$ cat src/include/vdec_defines.svh
// Vector decode constants
`ifndef VDEC_DEFINES_SVH
`define VDEC_DEFINES_SVH

`define VDEC_ILEN 32
`define VDEC_OPCODE_OPV 7'h57

`define VDEC_F3_OPIVV 3'd0
`define VDEC_F3_OPFVV 3'd1
`define VDEC_F3_OPMVV 3'd2
`define VDEC_F3_OPIVI 3'd3
`define VDEC_F3_OPIVX 3'd4
`define VDEC_F3_OPFVF 3'd5
`define VDEC_F3_OPMVX 3'd6
`define VDEC_F3_OPCFG 3'd7

`endif

$ cat src/hw/vdec_pkg.sv
// Vector decode types
package vdec_pkg;

    // OPI funct6 codes
    typedef enum logic [5:0] {
        VADD      = 6'b000000, VSUB       = 6'b000010, VRSUB    = 6'b000011,
        VMINU     = 6'b000100, VMIN       = 6'b000101, VMAXU    = 6'b000110,
        VMAX      = 6'b000111, VAND       = 6'b001001, VOR      = 6'b001010,
        VXOR      = 6'b001011, VRGATHER   = 6'b001100, VSLIDEUP = 6'b001110,
        VSLIDEDOWN = 6'b001111, VADC      = 6'b010000, VMADC    = 6'b010001,
        VSBC      = 6'b010010, VMSBC      = 6'b010011, VMERGE   = 6'b010111,
        VMSEQ     = 6'b011000, VMSNE      = 6'b011001, VMSLTU   = 6'b011010,
        VMSLT     = 6'b011011, VMSLEU     = 6'b011100, VMSLE    = 6'b011101,
        VMSGTU    = 6'b011110, VMSGT      = 6'b011111, VSADDU   = 6'b100000,
        VSADD     = 6'b100001, VSSUBU     = 6'b100010, VSSUB    = 6'b100011,
        VSLL      = 6'b100101, VSMUL      = 6'b100111, VSRL     = 6'b101000,
        VSRA      = 6'b101001, VSSRL      = 6'b101010, VSSRA    = 6'b101011,
        VNSRL     = 6'b101100, VNSRA      = 6'b101101, VNCLIPU  = 6'b101110,
        VNCLIP    = 6'b101111, VWREDSUMU  = 6'b110000, VWREDSUM = 6'b110001
    } vopi_t;

    // Supported subset of the OPM funct6 codes
    typedef enum logic [5:0] {
        VREDSUM  = 6'h00, VREDAND  = 6'h01, VREDOR  = 6'h02, VREDXOR = 6'h03,
        VREDMINU = 6'h04, VREDMIN  = 6'h05, VREDMAXU = 6'h06, VREDMAX = 6'h07,
        VMANDN   = 6'h18, VMAND    = 6'h19, VMOR    = 6'h1a, VMXOR   = 6'h1b,
        VMORN    = 6'h1c, VMNAND   = 6'h1d, VMNOR   = 6'h1e, VMXNOR  = 6'h1f,
        VMULHU   = 6'h24, VMUL     = 6'h25, VMULH   = 6'h27
    } vopm_t;

    typedef logic [2:0] vfunct3_t;

    typedef enum logic [1:0] {SEW8, SEW16, SEW32, SEW64} vsew_t;

    typedef enum logic [2:0] {
        VFU_ALU, VFU_PRM, VFU_RED, VFU_MSK, VFU_MUL, VFU_PASS_VS2
    } vfu_t;

    typedef enum logic [4:0] {
        VALU_ADD, VALU_SUB, VALU_RSB, VALU_ADC, VALU_SBC,
        VALU_VMADC, VALU_VMADC_NO_C, VALU_VMSBC, VALU_VMSBC_NO_B,
        VALU_MERGE, VALU_INT_MOVE, VALU_MIN, VALU_MAX,
        VALU_AND, VALU_OR, VALU_XOR,
        VALU_SEQ, VALU_SNE, VALU_SLT, VALU_SLE, VALU_SGT,
        VALU_SLL, VALU_SRL, VALU_SRA
    } valuop_t;

    typedef enum logic [2:0] {
        VMSK_AND, VMSK_NAND, VMSK_ANDN, VMSK_OR,
        VMSK_NOR, VMSK_ORN, VMSK_XOR, VMSK_XNOR
    } vmaskop_t;

    typedef enum logic [1:0] {VPRM_CPS, VPRM_GTR, VPRM_SLU, VPRM_SLD} vpermop_t;

    typedef enum logic [1:0] {VMUL_LO, VMUL_HI, VMUL_HIU} vmulop_t;

    // Control record for the execute stage
    typedef struct packed {
        vfu_t     vfu;
        valuop_t  valuop;
        vmaskop_t vmaskop;
        vpermop_t vpermop;
        vmulop_t  vmulop;
        logic     vopunsigned;
    } vexec_t;

    typedef struct packed {
        logic [5:0] funct6;
        logic       vm;
        logic [4:0] vs2;
        logic [4:0] vs1;
        vfunct3_t   funct3;
        logic [4:0] vd;
        logic [6:0] opcode;
    } varith_t;

    typedef struct packed {
        logic [4:0] upper;  // vma, vta and reserved bits
        logic [2:0] vsew;
        logic [2:0] vlmul;
    } vzimm_t;

    typedef struct packed {
        logic       cfg_kind;   // Zero for vsetvli
        vzimm_t     zimm;
        logic [4:0] rs1;
        vfunct3_t   funct3;
        logic [4:0] rd;
        logic [6:0] opcode;
    } vcfg_t;

    // One instruction word, arithmetic or configuration layout
    typedef union packed {
        varith_t arith;
        vcfg_t   cfg;
    } vinstr_u;

endpackage

$ cat src/hw/vdec_result_if.sv
// Decoder result bundle
`timescale 1ns/1ps

interface vdec_result_if;
    vdec_pkg::vexec_t exec;
    logic             valid;
    logic             disable_mask;
    vdec_pkg::vsew_t  veew_dest;

    modport producer (
        output exec,
        output valid,
        output disable_mask,
        output veew_dest
    );

    modport consumer (
        input exec,
        input valid,
        input disable_mask,
        input veew_dest
    );
endinterface

$ cat src/hw/vdec_opi_decode.sv
// OPI funct6 decoder
`timescale 1ns/1ps
`include "vdec_defines.svh"

module vdec_opi_decode (
    input  vdec_pkg::vopi_t    vopi,
    input  vdec_pkg::vfunct3_t vfunct3,
    input  logic               vm_bit,
    input  vdec_pkg::vsew_t    vsew,
    vdec_result_if.producer    res
);

    vdec_pkg::vexec_t exec;
    logic             valid;
    logic             disable_mask;
    vdec_pkg::vsew_t  veew_dest;

    always_comb begin
        valid = 1'b1;
        exec  = '0;         // ALU, ADD and unit defaults
        exec.vfu = vdec_pkg::VFU_ALU;

        case (vopi)
            vdec_pkg::VADD, vdec_pkg::VSADDU, vdec_pkg::VSADD: exec.valuop = vdec_pkg::VALU_ADD;
            vdec_pkg::VSUB, vdec_pkg::VSSUBU, vdec_pkg::VSSUB: exec.valuop = vdec_pkg::VALU_SUB;
            vdec_pkg::VRSUB:                  exec.valuop = vdec_pkg::VALU_RSB;
            vdec_pkg::VMINU, vdec_pkg::VMIN:  exec.valuop = vdec_pkg::VALU_MIN;
            vdec_pkg::VMAXU, vdec_pkg::VMAX:  exec.valuop = vdec_pkg::VALU_MAX;
            vdec_pkg::VAND:                   exec.valuop = vdec_pkg::VALU_AND;
            vdec_pkg::VOR:                    exec.valuop = vdec_pkg::VALU_OR;
            vdec_pkg::VXOR:                   exec.valuop = vdec_pkg::VALU_XOR;
            vdec_pkg::VRGATHER: begin
                exec.vfu     = vdec_pkg::VFU_PRM;
                exec.vpermop = vdec_pkg::VPRM_GTR;
            end
            vdec_pkg::VSLIDEUP: begin
                exec.vfu     = vdec_pkg::VFU_PRM;
                exec.vpermop = vdec_pkg::VPRM_SLU;
            end
            vdec_pkg::VSLIDEDOWN: begin
                exec.vfu     = vdec_pkg::VFU_PRM;
                exec.vpermop = vdec_pkg::VPRM_SLD;
            end
            vdec_pkg::VADC:   exec.valuop = vdec_pkg::VALU_ADC;
            vdec_pkg::VSBC:   exec.valuop = vdec_pkg::VALU_SBC;
            vdec_pkg::VMADC:  exec.valuop = vm_bit ? vdec_pkg::VALU_VMADC
                                                   : vdec_pkg::VALU_VMADC_NO_C;
            vdec_pkg::VMSBC:  exec.valuop = vm_bit ? vdec_pkg::VALU_VMSBC
                                                   : vdec_pkg::VALU_VMSBC_NO_B;
            vdec_pkg::VMERGE: exec.valuop = vm_bit ? vdec_pkg::VALU_INT_MOVE
                                                   : vdec_pkg::VALU_MERGE;
            vdec_pkg::VMSEQ:  exec.valuop = vdec_pkg::VALU_SEQ;
            vdec_pkg::VMSNE:  exec.valuop = vdec_pkg::VALU_SNE;
            vdec_pkg::VMSLTU, vdec_pkg::VMSLT: exec.valuop = vdec_pkg::VALU_SLT;
            vdec_pkg::VMSLEU, vdec_pkg::VMSLE: exec.valuop = vdec_pkg::VALU_SLE;
            vdec_pkg::VMSGTU, vdec_pkg::VMSGT: exec.valuop = vdec_pkg::VALU_SGT;
            vdec_pkg::VSLL:   exec.valuop = vdec_pkg::VALU_SLL;
            vdec_pkg::VSMUL:  exec.vfu = vdec_pkg::VFU_PASS_VS2;   // Treated as whole-register move
            vdec_pkg::VSRL, vdec_pkg::VSSRL, vdec_pkg::VNSRL: exec.valuop = vdec_pkg::VALU_SRL;
            vdec_pkg::VSRA, vdec_pkg::VSSRA, vdec_pkg::VNSRA: exec.valuop = vdec_pkg::VALU_SRA;
            vdec_pkg::VWREDSUMU, vdec_pkg::VWREDSUM: exec.vfu = vdec_pkg::VFU_RED;
            default: valid = 1'b0;  // Clips and unassigned codes
        endcase

        case (vopi)
            vdec_pkg::VMINU, vdec_pkg::VMAXU, vdec_pkg::VMSLTU, vdec_pkg::VMSLEU,
            vdec_pkg::VMSGTU, vdec_pkg::VSADDU, vdec_pkg::VSSUBU, vdec_pkg::VSRL,
            vdec_pkg::VNSRL, vdec_pkg::VWREDSUMU: exec.vopunsigned = 1'b1;
            default: ;
        endcase

        // Carry-in and merge forms consume v0 as data
        case (vopi)
            vdec_pkg::VADC, vdec_pkg::VMADC, vdec_pkg::VSBC, vdec_pkg::VMSBC,
            vdec_pkg::VMERGE: disable_mask = 1'b1;
            default:          disable_mask = 1'b0;
        endcase

        // Mask-producing ops write one bit per element
        case (vopi)
            vdec_pkg::VMADC, vdec_pkg::VMSBC, vdec_pkg::VMSEQ, vdec_pkg::VMSNE,
            vdec_pkg::VMSLTU, vdec_pkg::VMSLT, vdec_pkg::VMSLEU, vdec_pkg::VMSLE,
            vdec_pkg::VMSGTU, vdec_pkg::VMSGT: veew_dest = vdec_pkg::SEW8;
            default:                           veew_dest = vsew;
        endcase

        // These funct3 values belong to the OPM and OPF spaces
        case (vfunct3)
            `VDEC_F3_OPFVV, `VDEC_F3_OPMVV, `VDEC_F3_OPFVF, `VDEC_F3_OPMVX: valid = 1'b0;
            default: ;
        endcase
    end

    assign res.exec         = exec;
    assign res.valid        = valid;
    assign res.disable_mask = disable_mask;
    assign res.veew_dest    = veew_dest;

endmodule

$ cat src/hw/vdec_opm_decode.sv
// OPM funct6 decoder
`timescale 1ns/1ps

module vdec_opm_decode (
    input  vdec_pkg::vopm_t    vopm,
    input  logic               vm_bit,
    input  vdec_pkg::vsew_t    vsew,
    vdec_result_if.producer    res
);

    vdec_pkg::vexec_t exec;
    logic             valid;
    logic             disable_mask;
    vdec_pkg::vsew_t  veew_dest;

    always_comb begin
        exec         = '0;
        exec.vfu     = vdec_pkg::VFU_RED;
        valid        = 1'b1;
        disable_mask = 1'b0;
        veew_dest    = vsew;

        case (vopm)
            vdec_pkg::VREDSUM:  exec.valuop = vdec_pkg::VALU_ADD;
            vdec_pkg::VREDAND:  exec.valuop = vdec_pkg::VALU_AND;
            vdec_pkg::VREDOR:   exec.valuop = vdec_pkg::VALU_OR;
            vdec_pkg::VREDXOR:  exec.valuop = vdec_pkg::VALU_XOR;
            vdec_pkg::VREDMIN:  exec.valuop = vdec_pkg::VALU_MIN;
            vdec_pkg::VREDMAX:  exec.valuop = vdec_pkg::VALU_MAX;
            vdec_pkg::VREDMINU: begin
                exec.valuop      = vdec_pkg::VALU_MIN;
                exec.vopunsigned = 1'b1;
            end
            vdec_pkg::VREDMAXU: begin
                exec.valuop      = vdec_pkg::VALU_MAX;
                exec.vopunsigned = 1'b1;
            end
            vdec_pkg::VMANDN, vdec_pkg::VMAND, vdec_pkg::VMOR, vdec_pkg::VMXOR,
            vdec_pkg::VMORN, vdec_pkg::VMNAND, vdec_pkg::VMNOR, vdec_pkg::VMXNOR: begin
                exec.vfu     = vdec_pkg::VFU_MSK;
                valid        = vm_bit;          // Only the unmasked form is defined
                disable_mask = 1'b1;
                veew_dest    = vdec_pkg::SEW8;
            end
            vdec_pkg::VMUL: exec.vfu = vdec_pkg::VFU_MUL;
            vdec_pkg::VMULH: begin
                exec.vfu    = vdec_pkg::VFU_MUL;
                exec.vmulop = vdec_pkg::VMUL_HI;
            end
            vdec_pkg::VMULHU: begin
                exec.vfu         = vdec_pkg::VFU_MUL;
                exec.vmulop      = vdec_pkg::VMUL_HIU;
                exec.vopunsigned = 1'b1;
            end
            default: valid = 1'b0;
        endcase

        // Mask-logical operation select
        case (vopm)
            vdec_pkg::VMANDN: exec.vmaskop = vdec_pkg::VMSK_ANDN;
            vdec_pkg::VMAND:  exec.vmaskop = vdec_pkg::VMSK_AND;
            vdec_pkg::VMOR:   exec.vmaskop = vdec_pkg::VMSK_OR;
            vdec_pkg::VMXOR:  exec.vmaskop = vdec_pkg::VMSK_XOR;
            vdec_pkg::VMORN:  exec.vmaskop = vdec_pkg::VMSK_ORN;
            vdec_pkg::VMNAND: exec.vmaskop = vdec_pkg::VMSK_NAND;
            vdec_pkg::VMNOR:  exec.vmaskop = vdec_pkg::VMSK_NOR;
            vdec_pkg::VMXNOR: exec.vmaskop = vdec_pkg::VMSK_XNOR;
            default: ;
        endcase
    end

    assign res.exec         = exec;
    assign res.valid        = valid;
    assign res.disable_mask = disable_mask;
    assign res.veew_dest    = veew_dest;

endmodule

$ cat src/hw/vdec_combine.sv
// Decode select and output stage
`timescale 1ns/1ps
`include "vdec_defines.svh"

module vdec_combine (
    input  logic              clk,
    input  logic              rst_n,
    input  logic              in_valid,
    output logic              in_ready,
    input  vdec_pkg::vinstr_u in_word,
    vdec_result_if.consumer   opi_res,
    vdec_result_if.consumer   opm_res,
    output vdec_pkg::vsew_t   vsew,
    output logic              out_valid,
    input  logic              out_ready,
    output vdec_pkg::vexec_t  out_exec,
    output logic              out_disable_mask,
    output vdec_pkg::vsew_t   out_veew,
    output logic              out_is_cfg,
    output logic              out_illegal
);

    logic             is_opv;
    logic             cfg_word;
    logic             cfg_ok;
    logic             take;
    vdec_pkg::vsew_t  cfg_sew;
    vdec_pkg::vexec_t nxt_exec;
    logic             nxt_valid;
    logic             nxt_disable_mask;
    vdec_pkg::vsew_t  nxt_veew;

    assign is_opv   = (in_word.arith.opcode == `VDEC_OPCODE_OPV);
    assign cfg_word = is_opv && (in_word.cfg.funct3 == `VDEC_F3_OPCFG);
    // vsetvl/vsetivli and reserved SEW codes are rejected
    assign cfg_ok   = !in_word.cfg.cfg_kind && !in_word.cfg.zimm.vsew[2];
    assign cfg_sew  = vdec_pkg::vsew_t'(in_word.cfg.zimm.vsew[1:0]);

    assign in_ready = !out_valid || out_ready;
    assign take     = in_valid && in_ready;

    always_comb begin
        case (in_word.arith.funct3)
            `VDEC_F3_OPIVV, `VDEC_F3_OPIVI, `VDEC_F3_OPIVX,
            `VDEC_F3_OPFVV, `VDEC_F3_OPFVF: begin
                nxt_exec         = opi_res.exec;   // OPI decoder rejects the OPF codes
                nxt_valid        = opi_res.valid;
                nxt_disable_mask = opi_res.disable_mask;
                nxt_veew         = opi_res.veew_dest;
            end
            `VDEC_F3_OPMVV, `VDEC_F3_OPMVX: begin
                nxt_exec         = opm_res.exec;
                nxt_valid        = opm_res.valid;
                nxt_disable_mask = opm_res.disable_mask;
                nxt_veew         = opm_res.veew_dest;
            end
            default: begin                         // Configuration word
                nxt_exec         = '0;
                nxt_valid        = cfg_word && cfg_ok;
                nxt_disable_mask = 1'b0;
                nxt_veew         = cfg_sew;
            end
        endcase
    end

    always_ff @(posedge clk or negedge rst_n) begin
        if (!rst_n) begin
            out_valid <= 1'b0;
        end else if (in_ready) begin
            out_valid <= in_valid;
        end
    end

    always_ff @(posedge clk or negedge rst_n) begin
        if (!rst_n) begin
            out_exec         <= '0;
            out_disable_mask <= 1'b0;
            out_veew         <= vdec_pkg::SEW8;
            out_is_cfg       <= 1'b0;
            out_illegal      <= 1'b0;
        end else if (take) begin
            out_exec         <= nxt_exec;
            out_disable_mask <= nxt_disable_mask;
            out_veew         <= nxt_veew;
            out_is_cfg       <= cfg_word;
            out_illegal      <= !is_opv || !nxt_valid;
        end
    end

    // New width is seen by the next word accepted
    always_ff @(posedge clk or negedge rst_n) begin
        if (!rst_n) begin
            vsew <= vdec_pkg::SEW8;
        end else if (take && cfg_word && cfg_ok) begin
            vsew <= cfg_sew;
        end
    end

endmodule

$ cat src/hw/vdec_top.sv
// Vector decode stage top
`timescale 1ns/1ps
`include "vdec_defines.svh"

module vdec_top (
    input  logic                    clk,
    input  logic                    rst_n,
    input  logic                    in_valid,
    input  logic [`VDEC_ILEN-1:0]   in_word,
    output logic                    in_ready,
    output logic                    out_valid,
    input  logic                    out_ready,
    output vdec_pkg::vfu_t          out_vfu,
    output vdec_pkg::valuop_t       out_valuop,
    output vdec_pkg::vmaskop_t      out_vmaskop,
    output vdec_pkg::vpermop_t      out_vpermop,
    output vdec_pkg::vmulop_t       out_vmulop,
    output logic                    out_unsigned,
    output logic                    out_disable_mask,
    output vdec_pkg::vsew_t         out_veew,
    output logic                    out_is_cfg,
    output logic                    out_illegal
);

    vdec_pkg::vinstr_u word;
    vdec_pkg::vsew_t   vsew;
    vdec_pkg::vexec_t  out_exec;

    vdec_result_if opi_res ();
    vdec_result_if opm_res ();

    assign word = in_word;

    vdec_opi_decode opi_dec (
        .vopi    (vdec_pkg::vopi_t'(word.arith.funct6)),
        .vfunct3 (word.arith.funct3),
        .vm_bit  (word.arith.vm),
        .vsew    (vsew),
        .res     (opi_res.producer)
    );

    vdec_opm_decode opm_dec (
        .vopm   (vdec_pkg::vopm_t'(word.arith.funct6)),
        .vm_bit (word.arith.vm),
        .vsew   (vsew),
        .res    (opm_res.producer)
    );

    vdec_combine combine (
        .clk              (clk),
        .rst_n            (rst_n),
        .in_valid         (in_valid),
        .in_ready         (in_ready),
        .in_word          (word),
        .opi_res          (opi_res.consumer),
        .opm_res          (opm_res.consumer),
        .vsew             (vsew),
        .out_valid        (out_valid),
        .out_ready        (out_ready),
        .out_exec         (out_exec),
        .out_disable_mask (out_disable_mask),
        .out_veew         (out_veew),
        .out_is_cfg       (out_is_cfg),
        .out_illegal      (out_illegal)
    );

    // Flatten the record for the execute stage
    assign out_vfu      = out_exec.vfu;
    assign out_valuop   = out_exec.valuop;
    assign out_vmaskop  = out_exec.vmaskop;
    assign out_vpermop  = out_exec.vpermop;
    assign out_vmulop   = out_exec.vmulop;
    assign out_unsigned = out_exec.vopunsigned;

endmodule

$ cat config.mk
export PLATFORM = sky130hd
export DESIGN_NAME = vdec_top
export DESIGN_NICKNAME = d
export VERILOG_FILES = /design/src/hw/vdec_pkg.sv /design/src/hw/vdec_result_if.sv /design/src/hw/vdec_opi_decode.sv /design/src/hw/vdec_opm_decode.sv /design/src/hw/vdec_combine.sv /design/src/hw/vdec_top.sv
export VERILOG_INCLUDE_DIRS = /design/src /design/src/include
export SDC_FILE = /design/constraint.sdc
export NUM_CORES = 1
export LEC_CHECK = 0
export BUFFER_PORTS_ARGS = -buffer_cell sky130_fd_sc_hd__buf_4
export CORE_MARGIN = 1.5
export CORE_UTILIZATION = 45
export CTS_CLUSTER_DIAMETER = 50
export CTS_CLUSTER_SIZE = 16
export DETAILED_ROUTE_END_ITERATION = 10
export PLACE_DENSITY = 0.79
export SETUP_SLACK_MARGIN = 0.05
export SLEW_MARGIN = 20
export SYNTH_ARGS = -nofsm -noshare
export SYNTH_HDL_FRONTEND = slang
export SYNTH_SLANG_ARGS = --single-unit
$ cat constraint.sdc
create_clock -name clk -period 1.6 [get_ports clk]
set_clock_uncertainty 0.2 [all_clocks]
set_input_delay 0.08 -clock clk [delete_from_list [all_inputs] [get_ports clk]]
set_output_delay 0.08 -clock clk [all_outputs]
set_load 0.005 [all_outputs]
==> impl_metrics.ini, run 1 <==
[run_status]
status = finished, final reports clean

[clock_tree]
htreeDepth = 1
tritoncts = done
cts-root-buf = clkbuf_8
cts_buffers = 3
cts_buffer_depth = 2
clkTransAtPathRegs_ns = 0.09
cts_sinks = 24
insertion_delay_ns = 0.26

[sta]
period_minus_slack_ns = 1.523
min_period_over_period = 0.9516
drv_slew = 0
finalHoldViolations = 0
fmax_ghz = 0.6568
setup_viol = 0
rsz0062_at_grt = true
relSlewSlack = 0.6550
fin_setup_tns_ns = 0
tightestPinTransition_ns = 0.5165
setup_slack_ns = 0.07745

[floorplan]
die_x_um = 65.33
io-pin-count = 59
initial_core_util = 0.4739
fp-row-count = 22
dieHeight_um = 65.33
core_region_area_um2 = 3689
die_area_um2 = 4267

[pwr]
seqPwrFrac = 0.401
switching_power_mw = 0.4570
worst_ir_drop_vdd_mv = 0.5015
p_per_area_nw_per_um2 = 703.0
intPower_mw = 1.206
cellLeakagePower_nw = 1.062
power.total_mw = 1.663
pwr-share-clk = 0.323
switching_share = 0.2748
p_comb_frac = 0.276

[job]
cap_violations = 0

[placement]
place_ws_ns = -0.01665
io_buffers = 45
dp_hpwl_um = 3453
place.gp.congestion = 0.9526

[synth]
synth.avg_cell_area_um2 = 8.206
ys_seq_area_frac = 0.3436
synth_common_cells = 24 x dfrtp_1, 23 x nand2_1, 20 x nor2_1
synth_top_family_by_area = simple AND/OR/NAND/NOR gates
synth_compound_area_frac = 0.2448
yosys_most_used_dff = dfrtp_1
synth_area_um2 = 1748
synth_nets = 249
synth-edff-count = 0
synth_warnings = 0
synth.area.top_cells = dfrtp_1 34%, nand2_1 4.9%, nor2_1 4.3%
synth_top_area_cell = dfrtp_1
synth_mux_area_frac = 0.03078
synth_cell_types = 45
synth_fa_ha_area_frac = 0
synthSimpleGateAreaFrac = 0.3049
synth_most_common_cell = dfrtp_1
postSynthCellCount = 213
synth_seq_cells = 24
synth_xor_area_frac = 0.01002
async_flop_share = 1.000
synth_top_area_frac = 0.3436

[route]
ant_nets = 0
dr_total_vias = 1905
wl_um = 4830
drt_iter0_markers = 151
drt-vias-per-instance = 5.935
drc = 0
wire_per_inst_um = 15.05
first_pass_iters = 4

[layout]
layout-drive-gt1-share = 0.3040
nets = 310
diodes = 0
areaGrowthSynthToFinish_pct = 35.36

[global_routing]
grt_max_degree = 26
grt_pass1_wl_um = 7645
grt_pass1_vias = 1666
antenna_found_initial = 0
gr-usage-all-layers = 0.2261
grt_overflow_total = 0

[hold_path]
holdCritPathClass = in -> reg

[worst_setup_path]
arrival_ns = 1.47
cp_max_fo = 5
cp.required_ns = 1.55
critPathLaunchType = flop
critPathCaptureType = flop
path_class = reg -> reg
[what timing repair did]
action,in CTS,in global routing
endpoints found under the hold margin,33,0
resized for setup,5,1
pin swaps,0,1
buffers inserted,0,2
endpoints found under the setup margin,4,10
hold buffers,6,0
[routing by layer]
layer  vias to the layer above  part of all wire  wire length, um  GRT usage
met3                        14             0.075              360    0.01370
li1                        910                 -                -          -
met4                         0             0.025              121    0.07552
met2                       105              0.48             2309     0.3776
met1                       876              0.42             2039     0.3126
met5                         -                 0                0          0
[cell type report]
class,instances,area [um2]
clock buffer,3,41.29
inverter,1,3.754
multi-input combinational,170,1060
fill,339,1323
timing repair buffer,74,570.5
sequential,24,600.6
clock inverter,1,30.03
tap,48,60.06
[stage by stage]
| stage | instances | util | instance area [um2] | hold WS [ns] |
|---|---|---|---|---|
| detailed placement | 309 | 0.5950 | 2195 | -0.2034 |
| global placement | 309 | 0.5950 | 2195 | -0.2092 |
| global route | 321 | 0.6415 | 2366 | 0.02524 |
| floorplan | 213 | - | 1750 | -0.4156 |
| CTS | 319 | 0.6357 | 2345 | 0.01353 |
| finish | 321 | 0.6415 | 2366 | 0.01313 |
[registers in the layout, summed over array words and instances (netlist names)]
name / count
combine.out_is_cfg: 1
combine.out_exec: 16
combine.out_veew: 2
combine.out_valid: 1
combine.out_disable_mask: 1
combine.out_illegal: 1
combine.vsew: 2
[power by group through the flow]
| stage | Clock [mW] | Sequential [mW] | Combinational (mW) |
|---|---|---|---|
| after floorplan | 0 | 0.681 | 0.230 |
| after global placement | 0 | 0.679 | 0.420 |
| after detailed placement | 0 | 0.680 | 0.426 |
| after CTS | 0.531 | 0.668 | 0.448 |
| after global routing | 0.568 | 0.672 | 0.500 |
| final | 0.537 | 0.667 | 0.460 |
[worst max-delay path, cell delays in order, from the launching register on]
cell	delay [ns]
dfrtp_1	0.39
nand2b_1	0.14
nand2_2	0.13
nand2_1	0.10
o31ai_1	0.07
or3_1	0.38
[cell families after synthesis]
logic type / after synthesis
buffers and inverters: 19
muxes: 5
xor gates and xnor gates: 2
DFF: 24
and+or+nand+nor: 99
AOI/OAI and AO/OA: 64
[cells in the final DEF (no fill, tap or decap), drive strengths merged, types with 2 or more instances in the layout]
cell and count:
nand4 3, a221oi 3, nand2b 10, nor3b 4, o221ai 3, nand2 23
dlygate4sd3 6, buf 68, o31ai 4, mux2 3, a22oi 3, a31oi 6
a21oi 11, nand3b 2, a211oi 3, mux2i 2, a21o 2, and2 2
clkbuf 3, a22o 4, a32o 2, or4 2, nor2 20, nand4b 2
nor2b 13, o21ai 17, o41ai 3, nor3 6, nand3 7, dfrtp 24
[final timing paths]
path / from / endpoint / slack, ns / cells after the start
hold reg to reg: combine.out_exec[2] / combine.out_exec[2] / 0.28 / 2
max in group asynchronous: rst_n / combine.out_exec[0] / 0.92 / 2
min in group asynchronous: rst_n / combine.out_exec[4] / 0.04 / 2
setup reg to reg: combine.out_valid / combine.out_exec[10] / 0.08 / 5
setup / recovery: combine.out_valid / combine.out_exec[10] / 0.08 / 5
hold / removal: in_word[27] / combine.out_exec[1] / 0.01 / 3
Note: power is estimated with default switching activity, not from simulation.
==> run 2, diff against run 1 <==
CORE_UTILIZATION = 47   (was 45)
CTS_BUF_LIST = sky130_fd_sc_hd__clkbuf_4   (was default)
PLACE_DENSITY = 0.81   (was 0.79)
SETUP_SLACK_MARGIN = default   (was 0.05)
==> run 2 against run 1 <==
  * Utilization increased by 7.5 points
  * Cell count increased by 4.4%
  * Global-route usage increased by 3.1 points
  * Power decreased by 13%
  * First-iteration DRC count increased by 42%
  * Sequential share of layout area decreased by 1.0 points
  * Register-to-register slack got worse by 0.08 ns
  * Design area increased by 4.2%
  * Die area decreased by 4.1%
  * Critical endpoint is now combine.vsew[0]
  * Highest routed layer unchanged
==> impl_metrics.ini, run 2 (same netlist as run 1, synthesis figures left out) <==
[run_status]
status = finished, final reports clean

[hold_path]
holdCritPathClass = in -> reg
hold_start = in_word[30]
worstHoldEndpoint = combine.out_exec[13]
min_delay_path_depth = 3

[clock_tree]
cts-root-buf = clkbuf_4
cts_buffers = 3
cts_sinks = 24
htreeDepth = 1
tritoncts = done
clkTransAtPathRegs_ns = 0.14
cts_buffer_depth = 2
insertion_delay_ns = 0.32

[sta]
fmax_ghz = 0.6259
setup_viol = 0
holdWs_ns = 0.01488
relSlewSlack = 0.7443
setup_slack_ns = 0.002210
period_minus_slack_ns = 1.598
tightestPinTransition_ns = 0.3828
min_period_over_period = 0.9986
finalHoldViolations = 0
drv_slew = 0
rsz0062_at_grt = true

[global_routing]
grt_pass1_vias = 1856
gr-usage-all-layers = 0.2573
antenna_found_initial = 0
grt_max_degree = 25
grt_pass1_wl_um = 8507
grt_overflow_total = 0

[floorplan]
die_x_um = 63.99
core_region_area_um2 = 3442
die_area_um2 = 4094
fp-row-count = 21
initial_core_util = 0.5078
dieHeight_um = 63.99
io-pin-count = 59

[layout]
final_cell_mix = 77 x buf_4, 24 x dfrtp_1, 22 x nand2_1, 20 x nor2_1
areaGrowthSynthToFinish_pct = 41.09
utilization = 0.7165
diodes = 0
nets = 327
regArea_um2 = 600.6
largest_reg_flops = 16
mostFrequentLayoutCell = buf_4
layout-drive-gt1-share = 0.3149
fillers = 288
final_area_um2 = 2466
multiInputGateArea_um2 = 1062
top_regs = combine.out_exec (16), combine.out_veew (2), combine.vsew (2)
top_register = combine.out_exec

[worst_setup_path]
rr_endpoint = combine.vsew[0]
arrival_ns = 1.62
cp-startpoint = combine.out_valid
critPathCaptureType = flop
rrSetupSlack_ns = 0.002
r2r_start = combine.out_valid
path_class = reg -> reg
cp.required_ns = 1.63
cp_max_fo = 5
critPathLaunchType = flop
r2r_cells = 5

[route]
first_pass_iters = 5
dr_total_vias = 2027
wire_per_inst_um = 15.91
ant_nets = 0
drt-vias-per-instance = 6.051
wl_um = 5331
drt_iter0_markers = 215
drc = 0

[placement]
placed_area_um2 = 2257
io_buffers = 45
dp_hpwl_um = 3736
place.gp.congestion = 0.9517
place_ws_ns = -0.04910

[job]
cap_violations = 0

[pwr]
p_per_area_nw_per_um2 = 585.0
worst_ir_drop_vdd_mv = 0.2535
cellLeakagePower_nw = 1.120
run 2: report_power, final:
group	leakage (nW)	switching, mW	total (mW)	internal, mW
clock network	0.0138	0.184	0.272	0.0882
registers	0.312	0.0234	0.669	0.646
logic	0.794	0.247	0.501	0.254
run 2: timing repair:
| action | CTS | global route |
|---|---|---|
| gates resized for setup | 3 | 5 |
| endpoints found under the hold margin | 35 | 1 |
| setup endpoints to repair | 3 | 7 |
| buffers inserted | 0 | 3 |
| hold buffers | 12 | 1 |
| pin swaps | 1 | 2 |
run 2: through the flow:
step                      power (mW)  std cells  setup TNS, ns
after floorplan               0.9105        213              0
after detailed placement       1.126        316       -0.06760
after global routing           1.516        335        -0.1919
after global placement         1.114        316              0
after CTS                      1.409        331       -0.01160
final                          1.443        335              0
run 2: worst max path at each step:
stage	cells past startpoint	endpoint	slack, ns
CTS	5	combine.out_exec[3]	-0.01
floorplan	5	combine.out_exec[3]	0.0005
global route	4	combine.out_exec[6]	-0.05
global placement	6	combine.out_exec[10]	0.03
finish	5	combine.vsew[0]	0.002
detailed placement	5	combine.out_exec[3]	-0.05
run 2: final cells by class:
class	count	area share
Clock buffer	3	0.009132
Inverter	1	0.001522
Multi-Input combinational cell	170	0.4307
Sequential cell	24	0.2435
Tap cell	46	0.02334
Timing Repair Buffer	91	0.2917
run 2: layer usage:
metal | share of wire | global-route usage | up-vias
met5 | 0 | 0 | -
met4 | 0.023 | 0.1087 | 0
met3 | 0.076 | 0.03169 | 23
met2 | 0.49 | 0.4219 | 129
met1 | 0.41 | 0.3408 | 940
li1 | - | - | 935
run 2: worst max-delay path: stages (launching register included):
cell      delay [ns]
dfrtp_1         0.40
nand2b_1        0.12
and2_4          0.19
buf_6           0.12
nand4_1         0.12
mux2_4          0.34
==> run 3, diff against run 2 <==
CAP_MARGIN = 20   (was default)
CORE_MARGIN = 2   (was 1.5)
CORE_UTILIZATION = 52   (was 47)
PLACE_DENSITY = 0.85   (was 0.81)
clock period = 1.5 ns   (was 1.6 ns; I/O delays follow)
==> run 3 against run 2 <==
  * Utilization grew 6.7 points
  * Power is 9.1% higher
  * Largest cell class unchanged
  * Hold slack got worse by 0.0077 ns
  * Sequential share of layout area decreased by 1.0 points
  * The flow now finishes with violations (setup timing)
==> impl_metrics.ini, run 3 (same netlist as run 1, synthesis figures left out) <==
[floorplan]
die_area_um2 = 3841
dieHeight_um = 61.98
fp-row-count = 21
io-pin-count = 59
initial_core_util = 0.5322
core_region_area_um2 = 3284
die_x_um = 61.98

[sta]
relSlewSlack = 0.7220
finalHoldViolations = 0
min_period_over_period = 1.003
drv_slew = 0
setup_slack_ns = -0.004425
fin_setup_tns_ns = -0.004425
tightestPinTransition_ns = 0.4161
setup_viol = 1
rsz0062_at_grt = true
fmax_ghz = 0.6647
period_minus_slack_ns = 1.504

[route]
first_pass_iters = 5
drt_iter0_markers = 160
ant_nets = 0
wl_um = 5241
drc = 0
wire_per_inst_um = 15.32
dr_total_vias = 2007
drt-vias-per-instance = 5.868

[worst_setup_path]
rrSetupSlack_ns = -0.004
cp_max_fo = 6
rr_endpoint = combine.out_exec[10]
r2r_start = combine.out_valid
critPathLaunchType = flop
arrival_ns = 1.52
r2r_cells = 5
critPathCaptureType = flop
cp.required_ns = 1.51
path_class = reg -> reg

[job]
cap_violations = 0

[layout]
top_regs = combine.out_exec (16), combine.out_veew (2), combine.vsew (2)
mostFrequentLayoutCell = buf_4
largest_reg_flops = 16
fillers = 235
top_register = combine.out_exec
layout-drive-gt1-share = 0.3750
final_area_um2 = 2574
diodes = 0
utilization = 0.7836
areaGrowthSynthToFinish_pct = 47.24
fin_cells = 342
nets = 333
final_cell_mix = 85 x buf_4, 24 x dfrtp_1, 21 x nand2_1, 19 x nor2_1

[placement]
placed_cells = 324
placed_area_um2 = 2325
io_buffers = 45
place_ws_ns = -0.07872
place.gp.congestion = 0.9235
dp_hpwl_um = 3760

[pwr]
seqPwrFrac = 0.454
switching_power_mw = 0.4997
cellLeakagePower_nw = 1.171
p_comb_frac = 0.358
intPower_mw = 1.075
p_per_area_nw_per_um2 = 611.7
worst_ir_drop_vdd_mv = 0.3366
pwr-share-clk = 0.188
switching_share = 0.3174

[clock_tree]
htreeDepth = 1
cts_buffers = 3
tritoncts = done
cts_buffer_depth = 2
clkTransAtPathRegs_ns = 0.13
insertion_delay_ns = 0.32
cts_sinks = 24
cts-root-buf = clkbuf_4

[global_routing]
grt-busiest-layer = met2
gr-usage-all-layers = 0.2818
antenna_found_initial = 0
grt_pass1_vias = 1855
grt_overflow_total = 0
grt_max_degree = 25
grtUsageMet3 = 0.05176
grt_pass1_wl_um = 8176
use_met1 = 0.3713
grt_use_met2 = 0.4702

[hold_path]
holdCritPathClass = in -> reg
worstHoldEndpoint = combine.out_exec[11]
min_delay_path_depth = 4
hold_start = in_word[30]

[run_status]
violations = setup timing
status = finished, violations left
-- run 3: changes by cell type in the layout (fill, tap and decap cells not counted), moves of 2 or more --
cell           change
a221oi_1           -2
a221oi_2           +2
buf_4              +8
dlygate4sd3_1      -2
nor3_1             -3
nor3_2             +3
o21ai_1            -2
o21ai_2            +3
-- run 3: through the flow --
stage               hold WS (ns)  power [mW]
floorplan                -0.4206      0.9746
finish                  0.007127       1.574
CTS                     0.004394       1.544
detailed placement       -0.2153       1.220
global placement         -0.2192       1.205
global route             0.01699       1.666
-- run 3: what timing repair did --
action                                  4_1_cts  5_1_grt
hold endpoints to repair                     35        0
pin swaps                                     8        4
resized for setup                             6       11
endpoints found under the setup margin        7       20
hold buffers                                 11        0
setup buffers                                 3        1
-- run 3: area by class of cell --
type / instances / area (um2) / area share
flip-flops and latches: 24 / 600.6 / 0.2333
inverters: 1 / 3.754 / 0.001458
clock buffers: 3 / 22.52 / 0.008751
multi-input cells: 170 / 1126 / 0.4375
clock inverters: 1 / 3.754 / 0.001458
well taps: 46 / 57.56 / 0.02236
repair buffers: 97 / 759.5 / 0.2951
-- run 3: power by group through the flow --
stage / clock [mW] / combinational (mW) / sequential (mW)
finish: 0.296 / 0.564 / 0.715
global route: 0.326 / 0.619 / 0.720
CTS: 0.294 / 0.536 / 0.714
detailed placement: 0 / 0.494 / 0.727
global placement: 0 / 0.482 / 0.724
floorplan: 0 / 0.248 / 0.727
-- run 3: how the worst max path moves through the flow --
stage                       from                    to  slack [ns]  cells after the start
2_1_floorplan  combine.out_valid   combine.out_exec[3]        0.01                      5
3_3_place_gp         in_word[29]  combine.out_exec[10]       -0.05                      6
3_5_place_dp         in_word[28]  combine.out_exec[10]       -0.08                      6
4_1_cts        combine.out_valid  combine.out_exec[10]       -0.02                      5
5_1_grt        combine.out_valid  combine.out_exec[10]       -0.07                      5
6_report       combine.out_valid  combine.out_exec[10]      -0.004                      5
-- run 3: routing by layer --
layer  part of all wire  up-vias  wire (um)
li1                   -      947          -
met5                  0        -          0
met3              0.068        9        359
met4              0.014        0         75
met1               0.41      959       2135
met2               0.51       92       2671
-- run 3: critical path: stages, from the launching register on --
cell	delay [ns]
dfrtp_1	0.42
nand2b_4	0.08
and2_4	0.19
nand2_8	0.09
nor3_2	0.05
or3_1	0.36
